--- config.mk ---
export PLATFORM = sky130hd
export DESIGN_NAME = pframe_core
export DESIGN_NICKNAME = d
export VERILOG_FILES = /design/src/verilog/soc_pkg.sv /design/src/verilog/boot_rom.sv /design/src/verilog/csr_bridge.sv /design/src/verilog/pframe_core.sv /design/src/verilog/reset_seq.sv /design/src/verilog/sys_bus_switch.sv /design/src/verilog/sysctl_regs.sv
export SDC_FILE = /design/constraint.sdc
export NUM_CORES = 1
export LEC_CHECK = 0
export BUFFER_PORTS_ARGS = -buffer_cell sky130_fd_sc_hd__buf_2
export CAP_MARGIN = 0
export CORE_ASPECT_RATIO = 0.9
export CORE_UTILIZATION = 50
export DETAILED_ROUTE_END_ITERATION = 10
export GPL_ROUTABILITY_DRIVEN = 0
export GPL_TIMING_DRIVEN = 0
export PLACE_DENSITY_LB_ADDON = 0.12
export SYNTH_ARGS = -nofsm -noshare
export SYNTH_HDL_FRONTEND = slang
export SYNTH_HIERARCHICAL = 1
export SYNTH_SLANG_ARGS = --single-unit
--- constraint.sdc ---
create_clock -name sys_clk -period 2.8 [get_ports sys_clk]
set_input_delay 0.28 -clock sys_clk [delete_from_list [all_inputs] [get_ports sys_clk]]
set_output_delay 0.28 -clock sys_clk [all_outputs]
set_load 0.02 [all_outputs]
--- src/verilog/soc_pkg.sv ---
package soc_pkg;

	// Bus widths
	localparam int ADDR_W = 32;
	localparam int DATA_W = 32;
	localparam int SEL_W = 4;
	localparam int CSR_A_W = 14;		// CSR word address
	localparam int GPIO_W = 4;

	// Cycles of system reset after the last source goes away
	localparam int RESET_HOLD = 16;

	// Region field sits in bits 30..28, bit 31 is the shadow bit
	localparam int REGION_LSB = 28;
	localparam int REGION_W = 3;
	localparam logic [REGION_W-1:0] REGION_ROM = 3'd0;
	localparam logic [REGION_W-1:0] REGION_CSR = 3'd3;

	// CSR bank select and register offsets
	localparam int CSR_BANK_LSB = 10;
	localparam int CSR_BANK_W = 4;
	localparam logic [CSR_BANK_W-1:0] CSR_BANK_SYSCTL = 4'd1;
	localparam logic [CSR_BANK_LSB-1:0] REG_GPIO_OUT = 10'd0;
	localparam logic [CSR_BANK_LSB-1:0] REG_TIMER_CTRL = 10'd1;	// Bit 0 enable, bit 1 irq
	localparam logic [CSR_BANK_LSB-1:0] REG_TIMER_CMP = 10'd2;
	localparam logic [CSR_BANK_LSB-1:0] REG_TIMER_CNT = 10'd3;
	localparam logic [CSR_BANK_LSB-1:0] REG_SYSTEM_ID = 10'd4;
	localparam logic [CSR_BANK_LSB-1:0] REG_SOFT_RESET = 10'd5;
	localparam logic [DATA_W-1:0] SYSTEM_ID = 32'h2018_1125;

	// Boot image
	localparam int BOOT_WORDS = 8;
	localparam int BOOT_IDX_W = 3;
	localparam logic [DATA_W-1:0] BOOT_IMAGE [BOOT_WORDS] = '{
		32'h9800_0000,		// xor r0, r0, r0
		32'hD000_0000,		// Interrupts off
		32'h7801_3000,		// CSR base high half
		32'h3821_0400,		// Sysctl bank
		32'h3402_0001,
		32'h5822_0000,		// GPIO out
		32'hE000_0000,		// Spin
		32'h3400_0000
	};

	typedef struct packed {
		logic [ADDR_W-1:0] adr;
		logic [DATA_W-1:0] dat;
		logic [SEL_W-1:0] sel;
		logic we;
		logic cyc;
		logic stb;
	} wb_req_t;

	typedef struct packed {
		logic [DATA_W-1:0] dat;
		logic ack;
	} wb_rsp_t;

	typedef struct packed {
		logic [CSR_A_W-1:0] a;
		logic we;
		logic [DATA_W-1:0] dw;
		logic valid;
	} csr_req_t;

endpackage

--- src/verilog/boot_rom.sv ---
`timescale 1ns/1ps

module boot_rom import soc_pkg::*; (
	input	logic		sys_clk,
	input	logic		hard_reset,
	input	logic		sys_rst_i,
	input	wb_req_t	req_i,
	output	wb_rsp_t	rsp_o
);

	logic [BOOT_IDX_W-1:0] word_idx;
	logic req_new;
	logic ack_q;
	logic [DATA_W-1:0] dat_q;

	assign word_idx = req_i.adr[2 +: BOOT_IDX_W];	// Wraps over the image
	assign req_new = req_i.cyc & req_i.stb & ~ack_q;

	always_ff @(posedge sys_clk or posedge hard_reset) begin
		if (hard_reset) begin
			ack_q <= 1'b0;
			dat_q <= '0;
		end else if (sys_rst_i) begin
			ack_q <= 1'b0;
			dat_q <= '0;
		end else begin
			ack_q <= req_new;	// One cycle after sampling
			// Writes are acked but return nothing
			if (req_new) begin
				dat_q <= req_i.we ? '0 : BOOT_IMAGE[word_idx];
			end
		end
	end

	assign rsp_o.dat = dat_q;
	assign rsp_o.ack = ack_q;

endmodule

--- src/verilog/csr_bridge.sv ---
`timescale 1ns/1ps

module csr_bridge import soc_pkg::*; (
	input	logic				sys_clk,
	input	logic				hard_reset,
	input	logic				sys_rst_i,
	input	wb_req_t			wb_req_i,
	output	wb_rsp_t			wb_rsp_o,
	output	csr_req_t			csr_o,
	input	logic [DATA_W-1:0]	csr_rdata_i
);

	typedef enum logic [1:0] {
		ST_IDLE,
		ST_STROBE,	// CSR access on the bus
		ST_WAIT,	// Slave registers read data
		ST_ACK
	} state_t;

	state_t state;
	logic req;
	logic we_q;
	logic [CSR_A_W-1:0] adr_q;
	logic [DATA_W-1:0] dw_q;
	logic [DATA_W-1:0] rdata_q;

	assign req = wb_req_i.cyc & wb_req_i.stb;

	always_ff @(posedge sys_clk or posedge hard_reset) begin
		if (hard_reset) begin
			state <= ST_IDLE;
			we_q <= 1'b0;
		end else if (sys_rst_i) begin
			state <= ST_IDLE;
			we_q <= 1'b0;
		end else begin
			case (state)
				ST_IDLE: begin
					if (req) begin
						state <= ST_STROBE;
						we_q <= wb_req_i.we;
					end
				end
				ST_STROBE: state <= we_q ? ST_ACK : ST_WAIT;	// Writes need no data
				ST_WAIT: state <= ST_ACK;
				ST_ACK: state <= ST_IDLE;	// Master drops cyc next cycle
				default: state <= ST_IDLE;
			endcase
		end
	end

	// Transaction payload
	always_ff @(posedge sys_clk or posedge hard_reset) begin
		if (hard_reset) begin
			adr_q <= '0;
			dw_q <= '0;
			rdata_q <= '0;
		end else if (sys_rst_i) begin
			adr_q <= '0;
			dw_q <= '0;
			rdata_q <= '0;
		end else if (state == ST_IDLE && req) begin
			adr_q <= wb_req_i.adr[2 +: CSR_A_W];	// Byte to word address
			dw_q <= wb_req_i.dat;
			rdata_q <= '0;
		end else if (state == ST_WAIT) begin
			rdata_q <= csr_rdata_i;
		end
	end

	assign csr_o = '{a: adr_q, we: we_q, dw: dw_q, valid: (state == ST_STROBE)};
	assign wb_rsp_o = '{dat: rdata_q, ack: (state == ST_ACK)};

endmodule

--- src/verilog/pframe_core.sv ---
`timescale 1ns/1ps

module pframe_core import soc_pkg::*; (
	input	logic				sys_clk,
	input	logic				hard_reset,
	input	wb_req_t			wb_req_i,
	output	wb_rsp_t			wb_rsp_o,
	output	logic [GPIO_W-1:0]	gpio_o,
	output	logic				timer_irq_o,
	output	logic				sys_rst_o		// Also feeds every block
);

	wb_req_t rom_req;
	wb_rsp_t rom_rsp;
	wb_req_t csr_wb_req;
	wb_rsp_t csr_wb_rsp;
	csr_req_t csr_req;
	logic [DATA_W-1:0] csr_rdata;
	logic soft_reset;

	reset_seq i_reset_seq (
		.sys_clk		(sys_clk),
		.hard_reset		(hard_reset),
		.soft_reset_i	(soft_reset),
		.sys_rst_o		(sys_rst_o)
	);

	// Region decode, bit 31 ignored
	sys_bus_switch i_switch (
		.sys_clk	(sys_clk),
		.hard_reset	(hard_reset),
		.sys_rst_i	(sys_rst_o),
		.m_req_i	(wb_req_i),
		.m_rsp_o	(wb_rsp_o),
		.rom_req_o	(rom_req),
		.rom_rsp_i	(rom_rsp),
		.csr_req_o	(csr_wb_req),
		.csr_rsp_i	(csr_wb_rsp)
	);

	boot_rom i_rom (
		.sys_clk	(sys_clk),
		.hard_reset	(hard_reset),
		.sys_rst_i	(sys_rst_o),
		.req_i		(rom_req),
		.rsp_o		(rom_rsp)
	);

	csr_bridge i_csrbrg (
		.sys_clk		(sys_clk),
		.hard_reset		(hard_reset),
		.sys_rst_i		(sys_rst_o),
		.wb_req_i		(csr_wb_req),
		.wb_rsp_o		(csr_wb_rsp),
		.csr_o			(csr_req),
		.csr_rdata_i	(csr_rdata)		// Only bank on the CSR bus
	);

	sysctl_regs i_sysctl (
		.sys_clk		(sys_clk),
		.hard_reset		(hard_reset),
		.sys_rst_i		(sys_rst_o),
		.csr_i			(csr_req),
		.csr_rdata_o	(csr_rdata),
		.gpio_o			(gpio_o),
		.timer_irq_o	(timer_irq_o),
		.soft_reset_o	(soft_reset)
	);

endmodule

--- src/verilog/reset_seq.sv ---
`timescale 1ns/1ps

module reset_seq import soc_pkg::*; (
	input	logic	sys_clk,
	input	logic	hard_reset,
	input	logic	soft_reset_i,	// One-cycle pulse from sysctl
	output	logic	sys_rst_o
);

	// Sized to hold RESET_HOLD itself
	logic [$clog2(RESET_HOLD+1)-1:0] hold_cnt;

	// Either source reloads the count, release only once it drains
	always_ff @(posedge sys_clk or posedge hard_reset) begin
		if (hard_reset) begin
			hold_cnt <= RESET_HOLD[$bits(hold_cnt)-1:0];
		end else if (soft_reset_i) begin
			hold_cnt <= RESET_HOLD[$bits(hold_cnt)-1:0];	// Restart stretch
		end else if (hold_cnt != '0) begin
			hold_cnt <= hold_cnt - 1'b1;
		end
	end

	assign sys_rst_o = (hold_cnt != '0);	// Held through the whole count

endmodule

--- src/verilog/sys_bus_switch.sv ---
`timescale 1ns/1ps

module sys_bus_switch import soc_pkg::*; (
	input	logic		sys_clk,
	input	logic		hard_reset,
	input	logic		sys_rst_i,
	input	wb_req_t	m_req_i,
	output	wb_rsp_t	m_rsp_o,
	output	wb_req_t	rom_req_o,
	input	wb_rsp_t	rom_rsp_i,
	output	wb_req_t	csr_req_o,
	input	wb_rsp_t	csr_rsp_i
);

	logic [REGION_W-1:0] region;
	logic sel_rom;
	logic sel_csr;
	logic sel_none;		// Flash, SDRAM and the rest
	logic unm_ack;

	// Bit 31 left out so shadow addresses alias the base
	assign region = m_req_i.adr[REGION_LSB +: REGION_W];
	assign sel_rom = (region == REGION_ROM);
	assign sel_csr = (region == REGION_CSR);
	assign sel_none = ~sel_rom & ~sel_csr;

	// Same request to both targets, only the selected one sees a cycle
	always_comb begin
		rom_req_o = m_req_i;
		rom_req_o.cyc = m_req_i.cyc & sel_rom;
		rom_req_o.stb = m_req_i.stb & sel_rom;
		csr_req_o = m_req_i;
		csr_req_o.cyc = m_req_i.cyc & sel_csr;
		csr_req_o.stb = m_req_i.stb & sel_csr;
	end

	// Default target so an unmapped access never hangs the master
	always_ff @(posedge sys_clk or posedge hard_reset) begin
		if (hard_reset) begin
			unm_ack <= 1'b0;
		end else if (sys_rst_i) begin
			unm_ack <= 1'b0;
		end else begin
			// Single-cycle pulse, master still holds stb in the ack cycle
			unm_ack <= m_req_i.cyc & m_req_i.stb & sel_none & ~unm_ack;
		end
	end

	// Request stays stable until ack, so the decode can steer the return path
	always_comb begin
		if (sel_rom) begin
			m_rsp_o = rom_rsp_i;
		end else if (sel_csr) begin
			m_rsp_o = csr_rsp_i;
		end else begin
			m_rsp_o.dat = '0;	// Unmapped reads as zero
			m_rsp_o.ack = unm_ack;
		end
	end

endmodule

--- src/verilog/sysctl_regs.sv ---
`timescale 1ns/1ps

module sysctl_regs import soc_pkg::*; (
	input	logic				sys_clk,
	input	logic				hard_reset,
	input	logic				sys_rst_i,
	input	csr_req_t			csr_i,
	output	logic [DATA_W-1:0]	csr_rdata_o,
	output	logic [GPIO_W-1:0]	gpio_o,
	output	logic				timer_irq_o,
	output	logic				soft_reset_o
);

	logic bank_hit;
	logic [CSR_BANK_LSB-1:0] reg_ofs;
	logic wr_en;
	logic rd_en;
	logic [DATA_W-1:0] rd_mux;

	logic [GPIO_W-1:0] gpio_q;
	logic tmr_en;
	logic tmr_irq;		// Sticky until control write
	logic [DATA_W-1:0] tmr_cmp;
	logic [DATA_W-1:0] tmr_cnt;
	logic soft_rst_q;
	logic [DATA_W-1:0] rdata_q;

	assign bank_hit = (csr_i.a[CSR_BANK_LSB +: CSR_BANK_W] == CSR_BANK_SYSCTL);
	assign reg_ofs = csr_i.a[CSR_BANK_LSB-1:0];
	assign wr_en = csr_i.valid & csr_i.we & bank_hit;
	assign rd_en = csr_i.valid & ~csr_i.we & bank_hit;

	// Read decode
	always_comb begin
		rd_mux = '0;
		case (reg_ofs)
			REG_GPIO_OUT: rd_mux[GPIO_W-1:0] = gpio_q;	// Upper bits read zero
			REG_TIMER_CTRL: rd_mux[1:0] = {tmr_irq, tmr_en};
			REG_TIMER_CMP: rd_mux = tmr_cmp;
			REG_TIMER_CNT: rd_mux = tmr_cnt;
			REG_SYSTEM_ID: rd_mux = SYSTEM_ID;
			default: rd_mux = '0;	// Soft reset and holes
		endcase
	end

	always_ff @(posedge sys_clk or posedge hard_reset) begin
		if (hard_reset) begin
			gpio_q <= '0;
			tmr_en <= 1'b0;
			tmr_irq <= 1'b0;
			tmr_cmp <= '0;
			tmr_cnt <= '0;
			soft_rst_q <= 1'b0;
			rdata_q <= '0;
		end else if (sys_rst_i) begin
			gpio_q <= '0;
			tmr_en <= 1'b0;
			tmr_irq <= 1'b0;
			tmr_cmp <= '0;
			tmr_cnt <= '0;
			soft_rst_q <= 1'b0;
			rdata_q <= '0;
		end else begin
			// Free-running compare timer
			if (tmr_en) begin
				if (tmr_cnt == tmr_cmp) begin
					tmr_cnt <= '0;
					tmr_irq <= 1'b1;
				end else begin
					tmr_cnt <= tmr_cnt + 1'b1;
				end
			end

			// Register writes win over the timer update
			soft_rst_q <= wr_en && (reg_ofs == REG_SOFT_RESET);	// Any value pulses
			if (wr_en) begin
				case (reg_ofs)
					REG_GPIO_OUT: gpio_q <= csr_i.dw[GPIO_W-1:0];
					REG_TIMER_CTRL: begin
						tmr_en <= csr_i.dw[0];
						tmr_irq <= 1'b0;	// Ack of the interrupt
					end
					REG_TIMER_CMP: tmr_cmp <= csr_i.dw;
					REG_TIMER_CNT: tmr_cnt <= csr_i.dw;
					default: ;
				endcase
			end

			rdata_q <= rd_en ? rd_mux : '0;	// Zero outside this bank
		end
	end

	assign csr_rdata_o = rdata_q;
	assign gpio_o = gpio_q;
	assign timer_irq_o = tmr_irq;
	assign soft_reset_o = soft_rst_q;

endmodule
==> impl_metrics.ini, run 1 <==
[run_status]
status = complete, no violations

[worst_setup_path]
crit_path_max_fanout = 10
required_ps = 3160
critPathArrivalTime_ps = 2990
worst_setup_path_end_kind = flip-flop
cp_top_family = simple AND/OR/NAND/NOR gates
crit_path_cell_trace = nor4b_2, nand3_1, nor3_2, buf_4, mux2i_1, nor2_1
critPathMaxStageDelay_ps = 670
start_kind = flip-flop
cp_slowest_cell = nor3_2
crit_buf_inv = 1
critical_path_class = flip-flop to flip-flop

[sta]
setup_tns_ps = 0
clock_skew_ps = 14.57
fin_crit_ps = 2630
worstMarginPinSlew_ps = 698.5
setup_ws_ps = 170.0
fmax_mhz = 380.2
hold_ws_ps = 20.34
hold_viol_final = 0
grt_setup_unrepaired = no
slew_viol_final = 0
post-route-period-util = 0.9393
relSlewSlack = 0.5304
setup_viol = 0

[run]
drv_cap = 0

[synth]
syn_avg_cell_area_sq_um = 10.91
synth_warnings = 6
synthesis.area_sq_um = 10260
syn_inst = 940

[global_routing]
grt_max_degree = 43
gr-total-overflow = 0
antenna_found_initial = 0
grt_pass1_vias = 6931
grt_pass1_wl_mm = 38.52
grt_usage = 0.2365

[floorplanning]
dieHeight_um = 137.9
die_x_um = 153.0
coreArea_sq_um = 20050
start_util = 0.5117
die_area_sq_um = 21090
core.rowCount = 49
io-pin-count = 112

[cells_and_area]
layout_commonest_cell = dfrtp_1
diodes = 0
area_growth_pct = 18.60
final_nets = 1163
postLayoutCoreUtil = 0.6069
final_cells = 1345
final_cell_mix = 202 x dfrtp_1, 94 x nor2_1, 85 x a22o_1, 82 x buf_4, 73 x mux2i_1
fin_area_sq_um = 12170
drive_gt1_frac = 0.2202
fillers = 1694

[clock_tree]
ctsRootBufferMaster = clkbuf_16
clock_latency_ps = 510
htreeDepth = 1
numCtsBuffers = 22
clock_sinks = 203
path_clk_slew_ps = 60
cts_tree = yes
clockBufferDepth = 3

[routing]
ant_nets = 0
dr.pass1.iters = 5
routedWlPerCell_um = 17.77
post-route-drc-count = 0
drt_iter0_drc = 544
routed_wl_mm = 23.90
vias = 7230
vias_per_cell = 5.375

[pwr]
ir_worst_vdd_mv = 0.3931
power_mw = 6.751
p_leak_nw = 5.426
p_per_area_nw_per_um2 = 554.9

[worst_hold_path]
min_path_type = input port to flip-flop

[placed_design]
postPlaceCellArea_sq_um = 10960
dp_slack_ps = -120.7
portBuffers = 45
placedCellCount = 1262
dp_hpwl_mm = 17.39
sequential cells by signal (all words and copies together), names as in the netlist:
register               cells
i_sysctl/gpio_o            4
i_sysctl/tmr_cnt          32
i_csrbrg/dw_q             32
i_csrbrg/adr_q            14
i_csrbrg/rdata_q          32
i_csrbrg/we_q              1
i_sysctl/tmr_cmp          32
i_sysctl/csr_rdata_o      32
i_reset_seq/hold_cnt       5
i_switch/unm_ack           1
i_sysctl/soft_reset_o      1
i_sysctl/timer_irq_o       1
i_csrbrg/state             2
i_sysctl/tmr_en            1
i_rom/ack_q                1
i_rom/dat_q               12
routing by layer:
layer	up-vias	share of wire	track usage
li1	3489	-	-
met1	3493	0.48	0.3464
met2	204	0.44	0.3695
met3	44	0.051	0.03156
met4	0	0.024	0.06790
met5	-	0	0
final cells by class:
cell class,instances,area (sq um),share of cell area
Buffer,133,948.4,0.07795
Clock buffer,27,600.6,0.04936
Inverter,21,85.08,0.006993
Tap cell,255,319.1,0.02622
Multi-Input combinational cell,601,4232,0.3478
Sequential cell,203,5081,0.4176
Clock inverter,8,120.1,0.009872
Timing Repair Buffer,97,780.7,0.06417
power breakdown:
| group | leakage (nW) | internal [mW] | total [mW] | switching (mW) |
|---|---|---|---|---|
| clock | 0.349 | 1.79 | 2.92 | 1.13 |
| combinational | 2.25 | 0.308 | 0.839 | 0.531 |
| sequential | 2.83 | 2.97 | 2.99 | 0.0267 |
path summary, 6_finish.rpt:
kind,slack [ps],endpoint,start,cells after the start
worst min register to register,490,i_csrbrg/rdata_q[14],i_sysctl/csr_rdata_o[14],2
max in group asynchronous,1710,i_sysctl/tmr_cmp[21],hard_reset,5
worst max register to register,170,i_sysctl/tmr_cmp[16],i_csrbrg/adr_q[11],6
min in group asynchronous,240,i_switch/unm_ack,hard_reset,3
worst max-delay path,170,i_sysctl/tmr_cmp[16],i_csrbrg/adr_q[11],6
worst min-delay path,20,i_csrbrg/adr_q[6],wb_req_i[47],2
what timing repair did:
item | 4_1_cts | 5_1_grt
buffers inserted | 0 | 2
hold buffers | 46 | 0
pin swaps | 0 | 1
setup endpoints to repair | 20 | 21
endpoints found under the hold margin | 115 | 0
gates resized for setup | 2 | 4
No activity file was read; power rests on OpenSTA's default activity.
==> inputs of run 2 (changes only) <==
--- a/config.mk
+++ b/config.mk
@@ -15,5 +15,4 @@
 export PLACE_DENSITY_LB_ADDON = 0.12
 export SYNTH_ARGS = -nofsm -noshare
 export SYNTH_HDL_FRONTEND = slang
-export SYNTH_HIERARCHICAL = 1
 export SYNTH_SLANG_ARGS = --single-unit
==> run 2 against run 1 <==
  * Die area down 5.2%
  * Maximum frequency down 0.55%
  * Core utilization up 1.2 points
  * Critical path depth up 1
  * Sequential share of layout area up 2.1 points
  * Clock power up 7%
  * Synthesized area down 5.3%
  * Synthesized cell count up 8.3%
  * Register-to-register slack about the same
  * Critical path type is now flip-flop to primary output
  * Largest power group is now clock
  * Highest routed layer unchanged
==> impl_metrics.ini, run 2 <==
[global_routing]
antenna_found_initial = 0
grt_usage = 0.2628
grt_pass1_vias = 7575
grt_max_degree = 42
grt_pass1_wl_mm = 41.02
gr-total-overflow = 0

[placed_design]
placedCellCount = 1359
portBuffers = 91
dp_hpwl_mm = 18.10

[routing]
ant_nets = 0
drt_iter0_drc = 458
post-route-drc-count = 0
vias = 7893
vias_per_cell = 5.570
dr.pass1.iters = 6
routed_wl_mm = 25.23
routedWlPerCell_um = 17.81

[sta]
clock_skew_ps = 11.37
grt_setup_unrepaired = no
fin_crit_ps = 2645
worstMarginPinSlew_ps = 798.7
slew_viol_final = 0
hold_ws_ps = 13.78
post-route-period-util = 0.9445
fmax_mhz = 378.1
hold_viol_final = 0
relSlewSlack = 0.4631
setup_viol = 0
setup_tns_ps = 0

[synth]
synth_adder_area_share = 0.01545
synth_warnings = 0
ys_top_cells_by_area = dfrtp_1 52%, nand2_1 8.5%, a21oi_1 4.8%
synth_top_family_by_area = simple AND/OR/NAND/NOR gates
ys.flop_type = dfrtp_1
synthesis.area_sq_um = 9716
synth_nets = 1103
synth_xor_area_frac = 0.05499
yosys.area.top_type = dfrtp_1
synth.most_common_cell = nand2_1
synth-seq-cells = 203
syn_avg_cell_area_sq_um = 9.544
syn_inst = 1018
netlist.area_leader.share = 0.5203
synth.area.mux_share = 0.03709
yosysSeqAreaShare = 0.5230
synth_compound_area_frac = 0.1290
synthTopCellsByCount = 219 x nand2_1, 202 x dfrtp_1, 94 x a21oi_1, 82 x nor2_1, 54 x clkbuf_1
synthSimpleGateAreaFrac = 0.2009
synth_cell_types = 54
synth_edf_count = 0
async_reset_ff_frac = 1.000

[clock_tree]
htreeDepth = 1
clock_latency_ps = 500
cts_tree = yes
numCtsBuffers = 22
clock_sinks = 203
ctsRootBufferMaster = clkbuf_16
path_clk_slew_ps = 60
clockBufferDepth = 3

[cells_and_area]
drive_gt1_frac = 0.1502
final_cell_mix = 219 x nand2_1, 202 x dfrtp_1, 107 x buf_2, 94 x a21oi_1, 82 x nor2_1
diodes = 0
final_cells = 1417
layout_commonest_cell = nand2_1
fillers = 1634
final_nets = 1242
area_growth_pct = 19.18

[floorplanning]
die_area_sq_um = 19990
io-pin-count = 112
start_util = 0.5195
core.rowCount = 47
coreArea_sq_um = 18700
die_x_um = 148.9
dieHeight_um = 134.2

[worst_setup_path]
crit_path_max_fanout = 10
worst_setup_path_end_kind = primary output
required_ps = 2520
critPathArrivalTime_ps = 2360
start_kind = flip-flop
critical_path_class = flip-flop to primary output

[pwr]
p_leak_nw = 4.999
p_per_area_nw_per_um2 = 588.5
ir_worst_vdd_mv = 0.3603
power_mw = 6.814

[worst_hold_path]
min_path_type = input port to flip-flop

[run]
drv_cap = 0

[run_status]
status = complete, no violations
==> run 2: path summary, 6_finish.rpt <==
| check | from | slack (ps) | end | depth (start not counted) |
|---|---|---|---|---|
| hold / removal | wb_req_i[20] | 10 | i_csrbrg.dw_q[13] | 3 |
| hold reg to reg | i_sysctl.csr_rdata_o[19] | 490 | i_csrbrg.rdata_q[19] | 2 |
| min in group asynchronous | hard_reset | 480 | i_reset_seq.hold_cnt[2] | 3 |
| setup / recovery | i_reset_seq.hold_cnt[0] | 160 | sys_rst_o | 7 |
| max in group asynchronous | hard_reset | 1170 | i_sysctl.tmr_cnt[19] | 6 |
| setup reg to reg | i_csrbrg.adr_q[4] | 170 | i_sysctl.tmr_cmp[22] | 7 |
==> run 2: cell type report <==
cell class | instances | area [sq um] | area share
Clock inverter | 11 | 168.9 | 0.01459
Clock buffer | 28 | 614.3 | 0.05306
Tap cell | 245 | 306.5 | 0.02648
Sequential cell | 203 | 5081 | 0.4388
Buffer | 74 | 325.3 | 0.02810
Multi-Input combinational cell | 724 | 4272 | 0.3689
Inverter | 17 | 70.07 | 0.006051
Timing Repair Buffer | 115 | 740.7 | 0.06397
==> run 2: cells by family after synthesis <==
family                     count (synthesis)
buffers and inverters                     91
muxes                                     36
AOI/OAI and AO/OA                        193
adders and majority gates                 12
DFF                                      203
and+or+nand+nor                          422
xor gates and xnor gates                  61
==> run 2: per-stage QoR <==
stage	area, sq um	worst slack (ps)	utilization
floorplan	9719	-109.5	-
global placement	10480	-1361	0.5605
detailed placement	10580	-178.6	0.5658
CTS	11550	82.17	0.6178
global route	11580	0.6271	0.6192
finish	11580	155.3	0.6192
==> run 2: report_power, final <==
group / total [mW] / internal, mW / switching [mW]
clock: 3.11 / 1.93 / 1.18
combinational: 0.706 / 0.186 / 0.520
sequential: 3.00 / 2.97 / 0.0256
total: 6.81 / 5.08 / 1.73
==> run 2: what timing repair did <==
action,4_1_cts,5_1_grt
endpoints found under the setup margin,55,63
buffers inserted,1,1
gates resized for setup,3,10
hold endpoints to repair,47,0
pin swaps,1,1
hold buffers,17,0
==> run 2: critical path, stage by stage (launching register included) <==
cell and delay, ps:
dfrtp_1 370, inv_1 90, ha_1 180, or3b_2 500, nor2_4 210, inv_4 120, buf_2 210, buf_2 180
==> run 2: metal layers <==
metal / up-vias / global-route usage / share of wire
met3: 43 / 0.04286 / 0.057
met1: 3847 / 0.3910 / 0.47
met4: 0 / 0.07596 / 0.020
met5: - / 0 / 0
met2: 234 / 0.3948 / 0.45
li1: 3769 / - / -
==> inputs of run 3 (changes only) <==
--- a/config.mk
+++ b/config.mk
@@ -13,6 +13,8 @@
 export GPL_ROUTABILITY_DRIVEN = 0
 export GPL_TIMING_DRIVEN = 0
 export PLACE_DENSITY_LB_ADDON = 0.12
+export SKIP_CTS_REPAIR_TIMING = 1
 export SYNTH_ARGS = -nofsm -noshare
 export SYNTH_HDL_FRONTEND = slang
+export SYNTH_HIERARCHICAL = 1
 export SYNTH_SLANG_ARGS = --single-unit
==> run 3 against run 2 <==
  * Power decreased by 1.3%
  * Largest cell class unchanged
  * Critical path type is now flip-flop to flip-flop
  * Hold slack got worse by 22 ps
  * Highest routed layer unchanged
  * Maximum frequency up 1.2%
  * Design area up 3.1%
  * Global-route usage shrank 3.1 points
  * Sequential share of layout area fell by 1.3 points
  * Clock skew grew 2.3 ps
  * Flip-flop and latch count unchanged
  * The flow now finishes with violations (hold timing)
  * Sequential power barely moved
  * Non-clock buffer count up 18
  * First-iteration DRC count grew 10%
  * Final cell count is 6.7% lower
==> impl_metrics.ini, run 3 (synthesized netlist as in run 1, its figures left out) <==
[placed_design]
placedCellCount = 1262
portBuffers = 45
dp_slack_ps = -120.7
postPlaceCellArea_sq_um = 10960
dp_hpwl_mm = 17.39

[clock_tree]
numCtsBuffers = 22
clock_sinks = 203
htreeDepth = 1
cts_tree = yes
clockBufferDepth = 3
clock_latency_ps = 510
path_clk_slew_ps = 60
ctsRootBufferMaster = clkbuf_16

[sta]
setup_ws_ps = 187.8
fin_crit_ps = 2612
relSlewSlack = 0.5073
clock_skew_ps = 13.68
hold_viol_final = 9
grt_setup_unrepaired = no
setup_tns_ps = 0
slew_viol_final = 0
hold_ws_ps = -8.215
post-route-period-util = 0.9329
worstMarginPinSlew_ps = 733.6
fmax_mhz = 382.8
setup_viol = 0

[global_routing]
grt_usage = 0.2316
antenna_found_initial = 0
grt_max_degree = 43
grt_use_met2 = 0.3524
use_met1 = 0.3452
grt_busiest_layer = met2
grt_pass1_vias = 6683
grt_pass1_wl_mm = 37.60
gr-total-overflow = 0
grt_use_met3 = 0.03125

[pwr]
power_mw = 6.724
p_switching_mw = 1.684
p_per_area_nw_per_um2 = 563.2
sw_frac_of_total = 0.2504
internal_power_mw = 5.041
p_leak_nw = 5.329
clockPowerShare = 0.434
ir_worst_vdd_mv = 0.3932
p_seq_frac = 0.445
combPwrFrac = 0.121

[worst_setup_path]
regToRegStartpoint = i_reset_seq/hold_cnt[0]
cp_top_family = simple AND/OR/NAND/NOR gates
critPathArrivalTime_ps = 3030
critical_path_class = flip-flop to flip-flop
start_kind = flip-flop
rr_worst_depth = 11
critPathMaxStageDelay_ps = 440
worst_setup_path_end_kind = flip-flop
crit_cells = 11
crit_path_max_fanout = 18
crit_buf_inv = 5
setup.reg_to_reg.worst_slack_ps = 190
crit_end = i_sysctl/tmr_cnt[30]
required_ps = 3220
r2r_end = i_sysctl/tmr_cnt[30]
crit_path_cell_trace = inv_1, ha_1, or4b_1, buf_4, inv_1, nand4_1, nor4_4, buf_4, buf_2, nand2_1, o21ai_0
cp_slowest_cell = or4b_1
startpoint = i_reset_seq/hold_cnt[0]

[floorplanning]
dieHeight_um = 137.9
die_area_sq_um = 21090
coreArea_sq_um = 20050
io-pin-count = 112
die_x_um = 153.0
start_util = 0.5117
core.rowCount = 49

[cells_and_area]
layout_commonest_cell = dfrtp_1
fillers = 1720
diodes = 0
final_cells = 1322
drive_gt1_frac = 0.2249
fin_area_sq_um = 11940
area_growth_pct = 16.38
postLayoutCoreUtil = 0.5955
final_cell_mix = 202 x dfrtp_1, 94 x nor2_1, 85 x a22o_1, 83 x buf_4, 73 x mux2i_1
final_nets = 1140

[routing]
post-route-drc-count = 0
ant_nets = 0
routedWlPerCell_um = 17.77
vias_per_cell = 5.384
drt_iter0_drc = 506
dr.pass1.iters = 5
routed_wl_mm = 23.50
vias = 7118

[worst_hold_path]
min_path_type = input port to flip-flop
hold_start = wb_req_i[2]

[run]
drv_cap = 0

[run_status]
status = complete, but fails checks
violations = hold timing
-- run 3: worst min-delay path by stage --
stage                             endpoint  slack (ps)  cells after the start
after floorplan           i_switch/unm_ack           9                      1
after global placement    i_switch/unm_ack         180                      2
after detailed placement  i_switch/unm_ack         200                      2
after CTS                 i_switch/unm_ack        -330                      2
after global routing      i_csrbrg/dw_q[8]        0.08                      2
final                        i_csrbrg/we_q          -8                      2
-- run 3: cell type report --
type	count	area, sq um	share of cell area
flip-flops and latches	203	5081	0.4256
multi-input cells	601	4232	0.3544
plain buffers	133	950.9	0.07965
clock buffers	27	600.6	0.05030
repair buffers	74	550.5	0.04611
well taps	255	319.1	0.02672
clock inverters	8	120.1	0.01006
inverters	21	85.08	0.007126
-- run 3: layer usage --
metal  share of wire  wire [um]
met5               0          0
met4           0.027        630
met3           0.051       1187
met2            0.43      10200
met1            0.49      11480
-- run 3: power groups by stage --
stage | Sequential, mW | Combinational (mW) | Clock, mW
after floorplan | 3.04 | 0.566 | 0
after global placement | 3.05 | 0.765 | 0
after detailed placement | 3.05 | 0.789 | 0
after CTS | 2.99 | 0.792 | 2.99
after global routing | 3.00 | 0.897 | 3.10
final | 2.99 | 0.812 | 2.92
